## src/include/cpu_defs.svh

```systemverilog
`ifndef CPU_DEFS_SVH
`define CPU_DEFS_SVH

// data word and ram word share one width
`define CPU_WORD_W 16

// pc and data pointer span the 8-bit address space
`define CPU_ADDR_W 8

// general purpose registers r0..r7
`define CPU_NREGS 8

// one word per address
`define CPU_RAM_DEPTH 256

`endif

```

## src/hw/isa_pkg.sv

```systemverilog
`default_nettype none

`include "cpu_defs.svh"

package isa_pkg;

  typedef logic [`CPU_WORD_W-1:0] word_t;
  typedef logic [`CPU_ADDR_W-1:0] addr_t;
  typedef logic [$clog2(`CPU_NREGS)-1:0] reg_idx_t;

  typedef enum logic [2:0] {
    OP_LDR  = 3'b011,
    OP_STR  = 3'b100,
    OP_ALU  = 3'b101,
    OP_MOV  = 3'b110,
    OP_HALT = 3'b111
  } opcode_e;

  // for MOV the same field picks register (00) or immediate (10) form
  typedef enum logic [1:0] {
    ALU_ADD = 2'b00,
    ALU_SUB = 2'b01,
    ALU_AND = 2'b10,
    ALU_MVN = 2'b11
  } alu_op_e;

  typedef enum logic [1:0] {
    SH_NONE = 2'b00,
    SH_LSL1 = 2'b01,
    SH_LSR1 = 2'b10,
    SH_ASR1 = 2'b11
  } shift_op_e;

  typedef enum logic [1:0] {
    SEL_RM = 2'b00,
    SEL_RD = 2'b01,
    SEL_RN = 2'b10
  } reg_sel_e;

  // raw instruction word with the msb field first
  typedef struct packed {
    opcode_e   opcode;
    alu_op_e   op;
    reg_idx_t  rn;
    reg_idx_t  rd;
    shift_op_e shift;
    reg_idx_t  rm;
  } instr_t;

  typedef struct packed {
    opcode_e   opcode;
    alu_op_e   op;
    shift_op_e shift;
    reg_idx_t  rn;
    reg_idx_t  rd;
    reg_idx_t  rm;
    word_t     sximm5;
    word_t     sximm8;
  } decoded_instr_t;

  typedef struct packed {
    logic n;
    logic v;
    logic z;
  } flags_t;

endpackage

`default_nettype wire

```

## src/hw/ctrl_pkg.sv

```systemverilog
`default_nettype none

package ctrl_pkg;

  import isa_pkg::*;

  // write-back source for the register file
  typedef enum logic [1:0] {
    WB_C     = 2'b00,
    WB_PC    = 2'b01,
    WB_IMM   = 2'b10,
    WB_MDATA = 2'b11
  } wb_sel_e;

  typedef enum logic [3:0] {
    S_RESET,
    S_FETCH,
    S_DECODE,
    S_LOAD_A,
    S_LOAD_B,
    S_EXEC,
    S_WRITE,
    S_MEM_ADDR,
    S_MEM_RD,
    S_MEM_WB,
    S_MEM_WR,
    S_HALT
  } ctrl_state_e;

  typedef struct packed {
    reg_sel_e reg_sel;
    logic     rf_we;
    logic     en_a;
    logic     en_b;
    logic     en_c;
    logic     en_status;
    logic     asel;
    logic     bsel;
    wb_sel_e  wb_sel;
  } dp_ctrl_t;

  typedef struct packed {
    logic load_ir;
    logic load_pc;
    logic clear_pc;
    logic load_addr;
    logic sel_pc_addr;
    logic mem_we;
  } mem_ctrl_t;

endpackage

`default_nettype wire

```

## src/hw/alu.sv

```systemverilog
`timescale 1ns/1ns
`default_nettype none

`include "cpu_defs.svh"

module alu
  import isa_pkg::*;
(
  input  word_t   a,
  input  word_t   b,
  input  alu_op_e op,
  output word_t   y,
  output flags_t  flags
);

  localparam int MSB = `CPU_WORD_W - 1;

  always_comb begin
    flags.v = 1'b0;
    case (op)
      ALU_ADD: begin
        y = a + b;
        // overflow when same-sign operands flip the result sign
        flags.v = (a[MSB] == b[MSB]) && (y[MSB] != a[MSB]);
      end
      ALU_SUB: begin
        y = a - b;
        flags.v = (a[MSB] != b[MSB]) && (y[MSB] != a[MSB]);
      end
      ALU_AND: y = a & b;
      default: y = ~b;
    endcase
    flags.n = y[MSB];
    flags.z = (y == '0);
  end

endmodule

`default_nettype wire

```

## src/hw/cpu_controller.sv

```systemverilog
`timescale 1ns/1ns
`default_nettype none

module cpu_controller
  import isa_pkg::*, ctrl_pkg::*;
(
  input  logic           clk,
  input  logic           rst_n,
  input  decoded_instr_t instr,
  output dp_ctrl_t       dp,
  output mem_ctrl_t      mem,
  output logic           halted
);

  ctrl_state_e state;
  ctrl_state_e next_state;
  logic        mov_imm;
  logic        is_cmp;
  logic        is_mem;
  logic        is_str;

  assign mov_imm = (instr.opcode == OP_MOV) && (instr.op == ALU_AND);
  assign is_cmp  = (instr.opcode == OP_ALU) && (instr.op == ALU_SUB);
  assign is_str  = (instr.opcode == OP_STR);
  assign is_mem  = (instr.opcode == OP_LDR) || is_str;

  always_ff @(posedge clk) begin
    if (!rst_n) begin
      state <= S_RESET;
    end else begin
      state <= next_state;
    end
  end

  always_comb begin
    next_state = state;
    case (state)
      S_RESET:  next_state = S_FETCH;
      S_FETCH:  next_state = S_DECODE;
      S_DECODE: begin
        case (instr.opcode)
          OP_MOV:         next_state = mov_imm ? S_WRITE : S_LOAD_B;
          OP_ALU:         next_state = (instr.op == ALU_MVN) ? S_LOAD_B : S_LOAD_A;
          OP_LDR, OP_STR: next_state = S_EXEC;
          OP_HALT:        next_state = S_HALT;
          default:        next_state = S_FETCH;
        endcase
      end
      S_LOAD_A: next_state = S_LOAD_B;
      S_LOAD_B: next_state = S_EXEC;
      S_EXEC: begin
        if (is_mem) begin
          next_state = S_MEM_ADDR;
        end else if (is_cmp) begin
          next_state = S_FETCH;
        end else begin
          next_state = S_WRITE;
        end
      end
      S_WRITE:    next_state = S_FETCH;
      S_MEM_ADDR: next_state = is_str ? S_MEM_WR : S_MEM_RD;
      S_MEM_RD:   next_state = S_MEM_WB;
      S_MEM_WB:   next_state = S_FETCH;
      S_MEM_WR:   next_state = S_FETCH;
      S_HALT:     next_state = S_HALT;
      default:    next_state = S_RESET;
    endcase
  end

  always_comb begin
    dp              = '0;
    dp.reg_sel      = SEL_RN;
    dp.wb_sel       = WB_C;
    mem             = '0;
    mem.sel_pc_addr = 1'b1;
    case (state)
      S_RESET: begin
        mem.load_pc  = 1'b1;
        mem.clear_pc = 1'b1;
      end
      S_FETCH: mem.load_pc = 1'b1;
      S_DECODE: begin
        // Rn goes to A early, so LDR and STR can add the offset next cycle
        mem.load_ir = 1'b1;
        dp.en_a     = 1'b1;
      end
      S_LOAD_A: dp.en_a = 1'b1;
      S_LOAD_B: begin
        dp.reg_sel = SEL_RM;
        dp.en_b    = 1'b1;
      end
      S_EXEC: begin
        if (is_mem) begin
          dp.bsel = 1'b1;
          dp.en_c = 1'b1;
          // store data register read in the same cycle as the address add
          if (is_str) begin
            dp.reg_sel = SEL_RD;
            dp.en_b    = 1'b1;
          end
        end else if (is_cmp) begin
          dp.en_status = 1'b1;
        end else begin
          dp.en_c = 1'b1;
          dp.asel = (instr.opcode == OP_MOV);
        end
      end
      S_WRITE: begin
        dp.rf_we = 1'b1;
        if (mov_imm) begin
          dp.wb_sel = WB_IMM;
        end else begin
          dp.reg_sel = SEL_RD;
        end
      end
      S_MEM_ADDR: begin
        mem.load_addr = 1'b1;
        // C swaps from address to store data
        if (is_str) begin
          dp.asel = 1'b1;
          dp.en_c = 1'b1;
        end
      end
      S_MEM_RD: mem.sel_pc_addr = 1'b0;
      S_MEM_WB: begin
        dp.rf_we   = 1'b1;
        dp.reg_sel = SEL_RD;
        dp.wb_sel  = WB_MDATA;
      end
      S_MEM_WR: begin
        mem.sel_pc_addr = 1'b0;
        mem.mem_we      = 1'b1;
      end
      default: ;
    endcase
  end

  assign halted = (state == S_HALT);

endmodule

`default_nettype wire

```

## src/hw/cpu_core.sv

```systemverilog
`timescale 1ns/1ns
`default_nettype none

`include "cpu_defs.svh"

module cpu_core
  import isa_pkg::*, ctrl_pkg::*;
(
  input  logic   clk,
  input  logic   rst_n,
  input  addr_t  start_pc,
  input  word_t  ram_rdata,
  output addr_t  ram_addr,
  output word_t  ram_wdata,
  output logic   ram_we,
  output word_t  out,
  output flags_t status,
  output logic   halted
);

  word_t          ir;
  word_t          ir_word;
  addr_t          pc;
  addr_t          dar;
  instr_t         raw;
  decoded_instr_t dec;
  dp_ctrl_t       dp;
  mem_ctrl_t      mem;

  // decode sees the fetched word while it is being latched
  assign ir_word = mem.load_ir ? ram_rdata : ir;
  assign raw     = instr_t'(ir_word);

  always_comb begin
    dec.opcode = raw.opcode;
    dec.op     = raw.op;
    dec.rn     = raw.rn;
    dec.rd     = raw.rd;
    dec.rm     = raw.rm;
    // bits 4..3 belong to the offset in LDR/STR
    if (raw.opcode == OP_MOV || raw.opcode == OP_ALU) begin
      dec.shift = raw.shift;
    end else begin
      dec.shift = SH_NONE;
    end
    dec.sximm5 = {{(`CPU_WORD_W - 5){ir_word[4]}}, ir_word[4:0]};
    dec.sximm8 = {{(`CPU_WORD_W - 8){ir_word[7]}}, ir_word[7:0]};
  end

  always_ff @(posedge clk) begin
    if (mem.load_ir) begin
      ir <= ram_rdata;
    end
    if (mem.load_pc) begin
      pc <= mem.clear_pc ? start_pc : pc + addr_t'(1);
    end
    if (mem.load_addr) begin
      dar <= out[`CPU_ADDR_W-1:0];
    end
  end

  assign ram_addr  = mem.sel_pc_addr ? pc : dar;
  assign ram_wdata = out;
  assign ram_we    = mem.mem_we;

  cpu_controller u_ctrl (
    .clk   (clk),
    .rst_n (rst_n),
    .instr (dec),
    .dp    (dp),
    .mem   (mem),
    .halted(halted)
  );

  cpu_datapath u_dp (
    .clk   (clk),
    .ctrl  (dp),
    .instr (dec),
    .pc    (pc),
    .mdata (ram_rdata),
    .out   (out),
    .status(status)
  );

endmodule

`default_nettype wire

```

## src/hw/cpu_datapath.sv

```systemverilog
`timescale 1ns/1ns
`default_nettype none

`include "cpu_defs.svh"

module cpu_datapath
  import isa_pkg::*, ctrl_pkg::*;
(
  input  logic           clk,
  input  dp_ctrl_t       ctrl,
  input  decoded_instr_t instr,
  input  addr_t          pc,
  input  word_t          mdata,
  output word_t          out,
  output flags_t         status
);

  localparam int MSB = `CPU_WORD_W - 1;

  word_t    a_reg;
  word_t    b_reg;
  word_t    b_shift;
  word_t    alu_a;
  word_t    alu_b;
  word_t    alu_y;
  word_t    rf_rdata;
  word_t    rf_wdata;
  reg_idx_t rf_addr;
  alu_op_e  alu_op;
  flags_t   alu_flags;

  always_comb begin
    case (ctrl.reg_sel)
      SEL_RD:  rf_addr = instr.rd;
      SEL_RN:  rf_addr = instr.rn;
      default: rf_addr = instr.rm;
    endcase
  end

  always_comb begin
    case (instr.shift)
      SH_LSL1: b_shift = b_reg << 1;
      SH_LSR1: b_shift = b_reg >> 1;
      SH_ASR1: b_shift = {b_reg[MSB], b_reg[MSB:1]};
      default: b_shift = b_reg;
    endcase
  end

  // only ALU-class instructions pick their own op; MOV, LDR, STR add
  assign alu_op = (instr.opcode == OP_ALU) ? instr.op : ALU_ADD;
  assign alu_a  = ctrl.asel ? '0 : a_reg;
  assign alu_b  = ctrl.bsel ? instr.sximm5 : b_shift;

  always_comb begin
    case (ctrl.wb_sel)
      WB_PC:    rf_wdata = {{(`CPU_WORD_W - `CPU_ADDR_W){1'b0}}, pc};
      WB_IMM:   rf_wdata = instr.sximm8;
      WB_MDATA: rf_wdata = mdata;
      default:  rf_wdata = out;
    endcase
  end

  reg_file u_rf (
    .clk  (clk),
    .we   (ctrl.rf_we),
    .waddr(rf_addr),
    .wdata(rf_wdata),
    .raddr(rf_addr),
    .rdata(rf_rdata)
  );

  alu u_alu (
    .a    (alu_a),
    .b    (alu_b),
    .op   (alu_op),
    .y    (alu_y),
    .flags(alu_flags)
  );

  always_ff @(posedge clk) begin
    if (ctrl.en_a) begin
      a_reg <= rf_rdata;
    end
    if (ctrl.en_b) begin
      b_reg <= rf_rdata;
    end
    if (ctrl.en_c) begin
      out <= alu_y;
    end
    if (ctrl.en_status) begin
      status <= alu_flags;
    end
  end

endmodule

`default_nettype wire

```

## src/hw/reg_file.sv

```systemverilog
`timescale 1ns/1ns
`default_nettype none

`include "cpu_defs.svh"

module reg_file
  import isa_pkg::*;
(
  input  logic     clk,
  input  logic     we,
  input  reg_idx_t waddr,
  input  word_t    wdata,
  input  reg_idx_t raddr,
  output word_t    rdata
);

  word_t regs [`CPU_NREGS];

  always_ff @(posedge clk) begin
    if (we) begin
      regs[waddr] <= wdata;
    end
  end

  // read is combinational so A/B capture the same cycle
  assign rdata = regs[raddr];

endmodule

`default_nettype wire

```

## config.mk

```make
export PLATFORM = sky130hd
export DESIGN_NAME = cpu_core
export DESIGN_NICKNAME = d
export VERILOG_FILES = /design/src/hw/isa_pkg.sv /design/src/hw/ctrl_pkg.sv /design/src/hw/alu.sv /design/src/hw/cpu_controller.sv /design/src/hw/cpu_core.sv /design/src/hw/cpu_datapath.sv /design/src/hw/reg_file.sv
export VERILOG_INCLUDE_DIRS = /design/src /design/src/include
export SDC_FILE = /design/constraint.sdc
export NUM_CORES = 1
export LEC_CHECK = 0
export BUFFER_PORTS_ARGS = -buffer_cell sky130_fd_sc_hd__buf_2
export CELL_PAD_IN_SITES_DETAIL_PLACEMENT = 1
export CELL_PAD_IN_SITES_GLOBAL_PLACEMENT = 2
export CORE_UTILIZATION = 42
export DETAILED_ROUTE_END_ITERATION = 7
export PLACE_DENSITY = 0.9
export RECOVER_POWER = 25
export SYNTH_ARGS = -nofsm -noshare
export SYNTH_HDL_FRONTEND = slang
export SYNTH_SLANG_ARGS = --single-unit
```

## constraint.sdc

```tcl
create_clock -name clk -period 7.7 [get_ports clk]
set_input_delay 0.77 -clock clk [delete_from_list [all_inputs] [get_ports clk]]
set_output_delay 0.77 -clock clk [all_outputs]
set_load 0.05 [all_outputs]
```

==> flow_metrics.py, run 1 <==
metrics = {
    "routing": {
        "drcViolationCount": 0,
        "detailedRoute.firstIterationViolations": 617,
        "met3RoutedLength_mm": 1.671,
        "antenna_violating_nets_post_route": 0,
        "max_used_layer": "met5",
        "detail_route.vias_per_cell": 5.967,
        "first_pass_iters": 5,
        "detail_route.wirelength_mm": 33.12,
        "detail_route.wl_per_cell_microns": 24.05,
        "wl_met1_mm": 14.32,
        "route.vias.total": 8217,
        "routed_met2_length_mm": 15.97,
    },
    "synthesis": {
        "postSynthRegisterBits": 215,
        "yosys_warns": 0,
        "syn-cell-area_sq_um": 11490,
        "yosys.area.top_type_share_pct": 50.96,
        "synthDistinctLibCells": 76,
        "synth.avg_cell_area_sq_um": 11.93,
        "synth_top_cells_by_area": "sky130_fd_sc_hd__edfxtp_1, sky130_fd_sc_hd__mux4_2, sky130_fd_sc_hd__ha_1",
        "synth-edff-count": 195,
        "async_flop_share_pct": 0,
        "post-synth-top-area-cell": "sky130_fd_sc_hd__edfxtp_1",
        "synth_seq_area_share_pct": 54.45,
        "synthCells": 963,
        "postSynthNetCount": 1029,
        "synth_ff_type": "sky130_fd_sc_hd__edfxtp_1",
    },
    "critical_path": {
        "worst_ep_arrival_time_ns": 7.21,
        "classification_of_the_worst_setup_path": "reg -> reg",
        "setup.worst_path.end_class": "register",
        "kind_of_start_point_of_the_critical_path": "register",
        "maximum_fanout_along_the_worst_path": 26,
        "cp_data_required_time_ns": 8.05,
    },
    "clocking": {
        "post-cts-setup-buffer-count": 0,
        "clk-insertion-delay-late_ns": 0.52,
        "post_cts_resize_count": 0,
        "root_buffer": "sky130_fd_sc_hd__clkbuf_16",
        "cts-buffers-inserted": 25,
        "cts_tree": "done",
        "cts.clk_slew.worst_paths_ns": 0.06,
        "htree_levels": 1,
        "ctsHoldBuffers": 0,
        "clockBufferDepth": 3,
        "cts.sink_count": 215,
    },
    "sta": {
        "report.final.setup_viol": 0,
        "timing.fmax_mhz": 145.8,
        "finalHoldViolCount": 0,
        "unrepaired_setup_endpoints_after_global_routing": "no",
        "final.period_utilization_pct": 89.08,
        "worst_slew_pin_slew_ns": 1.483,
        "clock-skew-final_ns": 0.01029,
        "setup_tns_ns": 0,
        "timing.final.crit_period_ns": 6.859,
        "timing.max_slew.rel_slack_pct": 1.112,
        "final_max_slew_viol_count": 0,
    },
    "pwr": {
        "report.power.total_mw": 6.055,
        "power_frac_clock_pct": 19.8,
        "p_per_area_nw_per_um2": 467.0,
        "internal-power_mw": 3.497,
        "switching_share_pct": 42.25,
        "flop_pwr_share_pct": 27.7,
        "p_switching_mw": 2.559,
        "p_leak_nw": 4.536,
        "vdd_ir_drop_max_mv": 0.3245,
        "power_frac_comb_pct": 52.5,
    },
    "cells_and_area": {
        "layout-drive-gt1-share_pct": 16.81,
        "final_common_cell": "sky130_fd_sc_hd__edfxtp_1",
        "most-common-layout-cells": "sky130_fd_sc_hd__edfxtp_1, sky130_fd_sc_hd__nand2_1, sky130_fd_sc_hd__o21ai_0",
        "regMostFlops": "u_dp.u_rf.regs",
        "areaGrowthSynthToFinish_pct": 12.85,
        "max_ffs_per_register": 128,
        "layout.nets": 1084,
        "fill_cells": 2854,
    },
    "floorplan": {
        "die_area_sq_um": 28020,
        "floorplan.core_area_sq_um": 26880,
        "dieHeight_microns": 167.4,
        "floorplan.rows": 60,
        "starting_density_of_the_core_pct": 42.75,
        "die_width_microns": 167.4,
        "io_pins": 71,
    },
    "grt": {
        "global_route.overflow_total": 0,
        "gr-usage-all-layers_pct": 23.73,
        "antenna_violations_before_repair": 2,
        "grt_pass1_vias": 8484,
        "grt_first_pass_wirelength_mm": 50.49,
        "maximum_number_of_pins_on_one_net_before_global_route_repair": 35,
    },
    "place": {
        "buffer_ports.inserted": 70,
        "detailed_place_hpwl_mm": 24.08,
        "globalplace.congestion": 0.9119,
    },
    "hold_path": {
        "worstHoldPathType": "reg -> reg",
    },
    "status": {
        "status": "finished, final reports clean",
    },
    "job": {
        "cap_violations": 0,
    },
}
## Yosys cell counts (5+ instances only)
library cell                instances
sky130_fd_sc_hd__a31oi_1           10
sky130_fd_sc_hd__ha_1              38
sky130_fd_sc_hd__mux4_2            32
sky130_fd_sc_hd__nor4_1             6
sky130_fd_sc_hd__xnor2_1           20
sky130_fd_sc_hd__dfxtp_1           20
sky130_fd_sc_hd__nand2_1           93
sky130_fd_sc_hd__o31ai_1            6
sky130_fd_sc_hd__nor3_1            25
sky130_fd_sc_hd__and2_1            16
sky130_fd_sc_hd__xor2_1            10
sky130_fd_sc_hd__mux2i_1           14
sky130_fd_sc_hd__a22oi_1            6
sky130_fd_sc_hd__a221oi_1           5
sky130_fd_sc_hd__edfxtp_1         195
sky130_fd_sc_hd__o21a_1             5
sky130_fd_sc_hd__buf_4             16
sky130_fd_sc_hd__o22ai_1           17
sky130_fd_sc_hd__o21ai_0           78
sky130_fd_sc_hd__o21ai_1            7
sky130_fd_sc_hd__o21bai_1           7
sky130_fd_sc_hd__clkbuf_1          36
sky130_fd_sc_hd__inv_1             42
sky130_fd_sc_hd__a211oi_1           5
sky130_fd_sc_hd__nor2b_1            6
sky130_fd_sc_hd__mux2_2            26
sky130_fd_sc_hd__and3_1             5
sky130_fd_sc_hd__a2bb2oi_1          5
sky130_fd_sc_hd__nand2b_1          16
sky130_fd_sc_hd__a21oi_1           34
sky130_fd_sc_hd__nor2_1            59
sky130_fd_sc_hd__nand3_1           16
sky130_fd_sc_hd__buf_2              8
## kinds of logic (layout without fill, tap and decap cells)
kind of cell	Yosys count	in the layout	share of synthesized area [%]
fa+ha+maj	40	40	4.487
simple gates	276	276	12.08
mux	74	74	10.29
compound gates	223	223	12.24
xor+xnor	30	30	2.287
buf+inv	105	177	4.171
other cells	0	1	0
flops	215	215	54.45
## stage by stage
stage                     hold WS (ns)  worst slack (ns)  area (sq um)  util, %  cells
after floorplan                 0.4187             1.629         11490        -    963
after global placement          0.4342             1.478         12200    45.41   1332
after detailed placement        0.4417             1.187         12200    45.41   1332
after CTS                       0.4601             1.143         13030    48.50   1376
after global routing            0.4829            0.3603         12970    48.24   1377
final                           0.4596            0.8411         12970    48.24   1377
## metal layers
layer	global-route usage (%)	vias up
met5	0	-
met4	9.613	2
met3	3.285	71
met2	39.66	241
met1	31.17	4155
li1	-	3748
## worst max-delay path, cell delays in order, from the launching register on
cell and delay [ns]:
sky130_fd_sc_hd__dfxtp_1 0.63, sky130_fd_sc_hd__nor4b_4 0.31, sky130_fd_sc_hd__clkbuf_1 1.11, sky130_fd_sc_hd__nand4_1 0.36
sky130_fd_sc_hd__and2_1 0.37, sky130_fd_sc_hd__o221a_1 0.33, sky130_fd_sc_hd__a21o_1 0.22, sky130_fd_sc_hd__ha_1 0.33
sky130_fd_sc_hd__nor2_1 0.17, sky130_fd_sc_hd__o311ai_0 0.26, sky130_fd_sc_hd__a311oi_1 0.62, sky130_fd_sc_hd__o21ai_0 0.23
sky130_fd_sc_hd__xor2_1 0.18, sky130_fd_sc_hd__a221oi_1 0.32, sky130_fd_sc_hd__a21oi_1 0.10, sky130_fd_sc_hd__or4_1 0.52
sky130_fd_sc_hd__or4b_1 0.49, sky130_fd_sc_hd__nor4_2 0.14
## power by group through the flow
stage / logic (mW) / registers, mW / clock network [mW]
2_1_floorplan: 2.31 / 1.64 / 0
3_3_place_gp: 3.07 / 1.69 / 0
4_1_cts: 3.16 / 1.68 / 1.21
6_report: 3.18 / 1.68 / 1.20
5_1_grt: 3.44 / 1.69 / 1.25
3_5_place_dp: 3.12 / 1.70 / 0
## worst paths after layout
| path | startpoint | to | slack (ns) | cells after the start |
|---|---|---|---|---|
| setup / recovery | u_ctrl.state[1]$_SDFF_PN0_ | u_dp.status[0]$_DFFE_PP_ | 0.84 | 17 |
| hold / removal | ir[8]$_DFF_P_ | ir[8]$_DFF_P_ | 0.46 | 2 |
| setup reg to reg | u_ctrl.state[1]$_SDFF_PN0_ | u_dp.status[0]$_DFFE_PP_ | 0.84 | 17 |
| hold reg to reg | ir[8]$_DFF_P_ | ir[8]$_DFF_P_ | 0.46 | 2 |
## final cells by class
type,count,area (sq um),share of cell area (%)
diodes,1,2.502,0.01930
clock buffers,27,633.1,4.883
clock inverters,17,197.7,1.525
inverters,42,157.7,1.216
multi-input cells,643,4843,37.35
flip-flops and latches,215,6256,48.25
well taps,341,426.7,3.291
repair buffers,91,449.2,3.464
(Power assumes the default switching activity.)
==> inputs of run 2 (changes only) <==
Settings changed: CORE_UTILIZATION 42 to 44, PLACE_DENSITY 0.9 to 0.91, SETUP_SLACK_MARGIN from default to 0.05, SYNTH_HIERARCHICAL from default to 1.
==> flow_metrics.py, run 2 <==
metrics = {
    "status": {
        "status": "finished, violations left",
        "failed_checks": "capacitance limit, slew limit",
    },
    "critical_path": {
        "worst_ep_arrival_time_ns": 7.51,
        "r2r.worst_path.cells": 21,
        "critical_path.cell_chain": "nand2b_1 > or3_1 > inv_1 > mux2_1 > or3b_1 > o21a_1 > nor2_2 > or2b_1 > o22ai_1 > a21oi_1 > inv_1 > ha_1 > nor2_1 > a221oi_2 > nand2_1 > xnor2_1 > mux4_2 > or4_4 > nor4_2 > nand3b_1 > nor4_2",
        "cp_data_required_time_ns": 8.03,
        "maximum_fanout_along_the_worst_path": 15,
        "setup.worst_path.end_class": "register",
        "timing.critical_path.depth": 21,
        "critPathTopFamily": "simple AND/OR/NAND/NOR gates",
        "cpMaxStageDelayCell": "sky130_fd_sc_hd__dfxtp_1",
        "cp.buffers_inverters": 2,
        "r2r-start": "u_ctrl/state[1]$_SDFF_PN0_",
        "kind_of_start_point_of_the_critical_path": "register",
        "worst-r2r-setup-slack_ns": 0.53,
        "cp-startpoint": "u_ctrl/state[1]$_SDFF_PN0_",
        "regToRegEndpoint": "u_dp/status[0]$_DFFE_PP_",
        "cp_slowest_stage_delay_ns": 0.63,
        "classification_of_the_worst_setup_path": "reg -> reg",
    },
    "grt": {
        "grt_first_pass_wirelength_mm": 46.49,
        "antenna_violations_before_repair": 1,
        "global_route.overflow_total": 0,
        "gr-usage-all-layers_pct": 23.04,
        "maximum_number_of_pins_on_one_net_before_global_route_repair": 46,
        "grt_pass1_vias": 7720,
    },
    "clocking": {
        "cts.clk_slew.worst_paths_ns": 0.06,
        "root_buffer": "sky130_fd_sc_hd__clkbuf_16",
        "clk-insertion-delay-late_ns": 0.51,
        "cts-buffers-inserted": 22,
        "cts.sink_count": 215,
        "post_cts_resize_count": 0,
        "clockBufferDepth": 3,
        "ctsHoldBuffers": 0,
        "htree_levels": 1,
        "post-cts-setup-buffer-count": 0,
        "cts_tree": "done",
    },
    "routing": {
        "antenna_violating_nets_post_route": 0,
        "route.vias.total": 7634,
        "detailedRoute.firstIterationViolations": 682,
        "detail_route.vias_per_cell": 5.997,
        "drcViolationCount": 0,
        "first_pass_iters": 5,
        "detail_route.wl_per_cell_microns": 24.04,
        "detail_route.wirelength_mm": 30.61,
    },
    "pwr": {
        "report.power.total_mw": 5.903,
        "p_leak_nw": 4.433,
        "switching_share_pct": 41.29,
        "flop_pwr_share_pct": 28.5,
        "p_switching_mw": 2.437,
        "power_frac_comb_pct": 53.2,
        "internal-power_mw": 3.466,
        "power_frac_clock_pct": 18.4,
        "p_per_area_nw_per_um2": 459.7,
        "vdd_ir_drop_max_mv": 0.2069,
    },
    "place": {
        "cell_area_after_placement_sq_um": 12200,
        "globalplace.congestion": 0.8538,
        "buffer_ports.inserted": 70,
        "detailed_place_hpwl_mm": 22.24,
        "pre_cts_slack_ns": 0.4967,
    },
    "synthesis": {
        "postSynthRegisterBits": 215,
        "syn-cell-area_sq_um": 11640,
        "synth_top_family_by_area": "multiplexers",
        "synth_seq_area_share_pct": 53.76,
        "async_flop_share_pct": 0,
        "synth_ff_type": "sky130_fd_sc_hd__edfxtp_1",
        "post-synth-top-area-cell": "sky130_fd_sc_hd__edfxtp_1",
        "synthCells": 877,
        "post_synth_fa_ha_maj_area_fraction_pct": 4.107,
        "postSynthNetCount": 940,
        "yosys_warns": 6,
        "synth_compound_area_share_pct": 10.39,
        "yosys.cell_count.top_type": "sky130_fd_sc_hd__edfxtp_1",
        "ys_top_cells_by_count": "sky130_fd_sc_hd__edfxtp_1, sky130_fd_sc_hd__nand2_1, sky130_fd_sc_hd__mux2_2, sky130_fd_sc_hd__o21ai_0, sky130_fd_sc_hd__inv_1",
        "synthMuxAreaShare_pct": 15.89,
        "synth.avg_cell_area_sq_um": 13.27,
        "post_synthesis_share_of_cell_area_spent_on_xor_and_xnor_gates_pct": 1.355,
        "synthDistinctLibCells": 86,
        "synth_simple_gate_area_share_pct": 9.601,
        "synth_top_cells_by_area": "sky130_fd_sc_hd__edfxtp_1, sky130_fd_sc_hd__mux4_1, sky130_fd_sc_hd__mux2_2",
        "yosys.area.top_type_share_pct": 50.32,
        "synth-edff-count": 195,
    },
    "cells_and_area": {
        "regMostFlops": "u_dp/u_rf/regs",
        "fill_cells": 2672,
        "final_common_cell": "sky130_fd_sc_hd__edfxtp_1",
        "layout.nets": 985,
        "areaGrowthSynthToFinish_pct": 10.35,
        "most-common-layout-cells": "sky130_fd_sc_hd__edfxtp_1, sky130_fd_sc_hd__nand2_1, sky130_fd_sc_hd__clkbuf_1",
        "sequential_cell_area_sq_um": 6256,
        "final_area_sq_um": 12840,
        "multiInputGateArea_sq_um": 4860,
        "layout-drive-gt1-share_pct": 16.12,
        "max_ffs_per_register": 128,
    },
    "sta": {
        "final.period_utilization_pct": 93.18,
        "finalHoldViolCount": 0,
        "worst_slew_pin_slew_ns": 2.363,
        "report.final.setup_viol": 0,
        "timing.final.crit_period_ns": 7.175,
        "timing.max_slew.rel_slack_pct": -57.85,
        "layout_setup_ws_ns": 0.5254,
        "setup_tns_ns": 0,
        "hold-worst-slack_ns": 0.4813,
        "unrepaired_setup_endpoints_after_global_routing": "no",
        "timing.fmax_mhz": 139.4,
        "final_max_slew_viol_count": 26,
        "clock-skew-final_ns": 0.009637,
    },
    "job": {
        "cap_violations": 2,
    },
    "hold_path": {
        "timing.hold.worst.start": "rst_n",
        "worstHoldPathType": "in -> reg",
        "whs_endpoint": "u_ctrl/state[3]$_SDFF_PN0_",
        "min_path_cells": 2,
    },
    "floorplan": {
        "dieHeight_microns": 164.6,
        "floorplan.rows": 59,
        "floorplan.core_area_sq_um": 25980,
        "die_width_microns": 164.6,
        "io_pins": 71,
        "die_area_sq_um": 27100,
        "starting_density_of_the_core_pct": 44.79,
    },
}
## run 2: worst max-delay path by stage
| stage | to | slack [ns] |
|---|---|---|
| floorplan | u_dp/status[0]$_DFFE_PP_ | 1.80 |
| global placement | u_dp/status[0]$_DFFE_PP_ | 0.76 |
| detailed placement | u_dp/status[0]$_DFFE_PP_ | 0.50 |
| CTS | u_dp/status[0]$_DFFE_PP_ | 0.45 |
| global route | u_dp/status[0]$_DFFE_PP_ | 0.13 |
| finish | u_dp/status[0]$_DFFE_PP_ | 0.53 |
## run 2: cells by family after synthesis
group	after synthesis
DFF	215
adders and majority gates	37
muxes	116
AOI/OAI and AO/OA	179
and+or+nand+nor	206
buffers and inverters	106
xor gates and xnor gates	18
## run 2: layout make-up
type / instances / area share, %
diodes: 1 / 0.01949
clock buffers: 32 / 4.979
clock inverters: 7 / 0.7210
inverters: 38 / 1.111
multi-input cells: 556 / 37.84
flip-flops and latches: 215 / 48.71
well taps: 335 / 3.264
repair buffers: 89 / 3.352
## run 2: per-layer routing
layer	share of wire (%)	GRT usage (%)	vias to the layer above
li1	-	-	3463
met3	3.9	2.687	61
met4	3.4	8.757	0
met5	0	0	-
met2	49	38.22	174
met1	44	31.04	3936
## run 2: power by group through the flow
stage | sequential (mW) | clock (mW) | combinational [mW]
4_1_cts | 1.68 | 1.11 | 3.14
3_3_place_gp | 1.70 | 0 | 3.05
5_1_grt | 1.69 | 1.14 | 3.38
6_report | 1.68 | 1.08 | 3.14
3_5_place_dp | 1.70 | 0 | 3.11
2_1_floorplan | 1.67 | 0 | 2.42
## run 2: per-stage QoR
stage | utilization [%] | std cells
2_1_floorplan | - | 877
3_3_place_gp | 46.94 | 1233
3_5_place_dp | 46.94 | 1233
4_1_cts | 49.75 | 1272
5_1_grt | 49.42 | 1273
6_report | 49.42 | 1273
==> inputs of run 3 (changes only) <==
--- a/config.mk
+++ b/config.mk
@@ -10,7 +10,8 @@
 export CELL_PAD_IN_SITES_DETAIL_PLACEMENT = 1
 export CELL_PAD_IN_SITES_GLOBAL_PLACEMENT = 2
-export CORE_UTILIZATION = 44
+export CORE_UTILIZATION = 45
+export CTS_BUF_LIST = sky130_fd_sc_hd__clkbuf_8
 export DETAILED_ROUTE_END_ITERATION = 7
-export PLACE_DENSITY = 0.91
+export PLACE_DENSITY = 0.93
 export RECOVER_POWER = 25
 export SETUP_SLACK_MARGIN = 0.05
==> constraint.sdc (replaced) <==
create_clock -name clk -period 7.7 [get_ports clk]
set_input_delay 1.54 -clock clk [delete_from_list [all_inputs] [get_ports clk]]
set_output_delay 1.54 -clock clk [all_outputs]
set_load 0.05 [all_outputs]
==> flow_metrics.py, run 3 (same netlist as run 2, synthesis figures left out) <==
metrics = {
    "pwr": {
        "vdd_ir_drop_max_mv": 0.1641,
        "report.power.total_mw": 5.731,
        "p_leak_nw": 4.460,
        "p_per_area_nw_per_um2": 449.9,
    },
    "cells_and_area": {
        "final_common_cell": "sky130_fd_sc_hd__edfxtp_1",
        "fill_cells": 2601,
        "layout.nets": 997,
        "multiInputGateArea_sq_um": 4865,
        "areaGrowthSynthToFinish_pct": 9.462,
        "most-common-layout-cells": "sky130_fd_sc_hd__edfxtp_1, sky130_fd_sc_hd__nand2_1, sky130_fd_sc_hd__inv_1",
        "regMostFlops": "u_dp/u_rf/regs",
        "final_area_sq_um": 12740,
        "layout-drive-gt1-share_pct": 17.92,
        "sequential_cell_area_sq_um": 6256,
        "max_ffs_per_register": 128,
        "finalNonFillerCells": 1291,
    },
    "grt": {
        "grt_pass1_vias": 8010,
        "maximum_number_of_pins_on_one_net_before_global_route_repair": 31,
        "global_route.overflow_total": 0,
        "gr-usage-all-layers_pct": 23.75,
        "grt_first_pass_wirelength_mm": 47.06,
        "antenna_violations_before_repair": 1,
    },
    "floorplan": {
        "floorplan.core_area_sq_um": 25250,
        "die_area_sq_um": 26510,
        "starting_density_of_the_core_pct": 46.08,
        "floorplan.rows": 58,
        "io_pins": 71,
        "dieHeight_microns": 162.8,
        "die_width_microns": 162.8,
    },
    "critical_path": {
        "cp_data_required_time_ns": 8.05,
        "kind_of_start_point_of_the_critical_path": "register",
        "worst-r2r-setup-slack_ns": 0.62,
        "critical_path.cell_chain": "nand2b_1 > or3_1 > inv_1 > mux2i_1 > inv_1 > or3b_1 > o21a_1 > nor2_1 > buf_4 > inv_1 > o22ai_1 > a21oi_1 > inv_1 > ha_1 > and2b_2 > o21ai_1 > nand2_1 > xnor2_1 > mux4_2 > or4_4 > nor4_2 > nand3b_1 > nor4_2",
        "classification_of_the_worst_setup_path": "reg -> reg",
        "cp_common_cell": "sky130_fd_sc_hd__inv_1",
        "worst_ep_arrival_time_ns": 7.43,
        "cpMaxStageDelayCell": "sky130_fd_sc_hd__dfxtp_1",
        "cp_slowest_stage_delay_ns": 0.66,
        "maximum_fanout_along_the_worst_path": 15,
        "setup.worst_path.end_class": "register",
    },
    "sta": {
        "hold-worst-slack_ns": 0.5003,
        "timing.final.crit_period_ns": 7.079,
        "report.final.setup_viol": 0,
        "final_max_slew_viol_count": 26,
        "timing.max_slew.rel_slack_pct": -50.65,
        "worst_slew_pin_slew_ns": 2.255,
        "finalHoldViolCount": 0,
        "timing.fmax_mhz": 141.3,
        "final.period_utilization_pct": 91.94,
        "clock-skew-final_ns": 0.01700,
        "unrepaired_setup_endpoints_after_global_routing": "no",
        "setup_tns_ns": 0,
    },
    "hold_path": {
        "worstHoldPathType": "reg -> reg",
    },
    "routing": {
        "route.vias.total": 7744,
        "detail_route.vias_per_cell": 5.998,
        "detail_route.wl_per_cell_microns": 24.13,
        "detail_route.wirelength_mm": 31.15,
        "drcViolationCount": 0,
        "antenna_violating_nets_post_route": 0,
        "detailedRoute.firstIterationViolations": 671,
        "first_pass_iters": 5,
    },
    "clocking": {
        "cts.clk_slew.worst_paths_ns": 0.07,
        "clockBufferDepth": 3,
        "cts-buffers-inserted": 35,
        "clk-insertion-delay-late_ns": 0.53,
        "ctsHoldBuffers": 0,
        "post-cts-setup-buffer-count": 0,
        "post_cts_resize_count": 0,
        "cts_tree": "done",
        "htree_levels": 2,
        "root_buffer": "sky130_fd_sc_hd__clkbuf_8",
        "cts.sink_count": 215,
    },
    "place": {
        "buffer_ports.inserted": 70,
        "globalplace.congestion": 0.8928,
        "placedCellCount": 1227,
        "detailed_place_hpwl_mm": 22.71,
        "cell_area_after_placement_sq_um": 12190,
    },
    "status": {
        "status": "finished, violations left",
        "failed_checks": "capacitance limit, slew limit",
    },
    "job": {
        "cap_violations": 2,
    },
}
run 3: final timing paths:
| path | cells past startpoint | startpoint | endpoint |
|---|---|---|---|
| max | 23 | u_ctrl/state[1]$_SDFF_PN0_ | u_dp/status[0]$_DFFE_PP_ |
| min | 1 | ir[8]$_DFF_P_ | ir[8]$_DFF_P_ |
| max reg2reg | 23 | u_ctrl/state[1]$_SDFF_PN0_ | u_dp/status[0]$_DFFE_PP_ |
| min reg2reg | 1 | ir[8]$_DFF_P_ | ir[8]$_DFF_P_ |
run 3: per-layer routing:
| layer | share of wire (%) | global-route usage, % | vias up |
|---|---|---|---|
| met5 | 0 | 0 | - |
| met2 | 49 | 39.54 | 245 |
| met3 | 5.0 | 3.641 | 69 |
| met1 | 43 | 31.29 | 3931 |
| met4 | 3.6 | 9.006 | 0 |
| li1 | - | - | 3499 |
run 3: power by group:
group	total, mW	internal [mW]	switching [mW]
logic	3.14	1.25	1.89
registers	1.69	1.57	0.113
clock network	0.905	0.449	0.456
run 3: per-stage QoR:
| step | setup slack (ns) | util (%) |
|---|---|---|
| after global placement | 0.7782 | 48.27 |
| after global routing | 0.1487 | 50.44 |
| after floorplan | 1.713 | - |
| final | 0.6205 | 50.44 |
| after CTS | 0.6369 | 50.75 |
| after detailed placement | 0.6891 | 48.27 |
run 3: layout make-up:
class	count	share of cell area, %
Multi-Input combinational cell	556	38.19
Clock inverter	26	0.9331
Tap cell	330	3.241
Timing Repair Buffer	88	3.389
Sequential cell	215	49.11
Antenna cell	1	0.01964
Clock buffer	37	3.998
Inverter	38	1.120
run 3: critical path, delay by kind of cell, from the launching register on:
family,cells,cell delay (ns)
AND/OR/NAND/NOR,10,2.60
buffers and inverters,5,1.13
multiplexers,2,1.05
AO/OA/AOI/OAI,4,0.95
flip-flops,1,0.66
adder cells (fa/ha/maj),1,0.32
XOR/XNOR,1,0.16
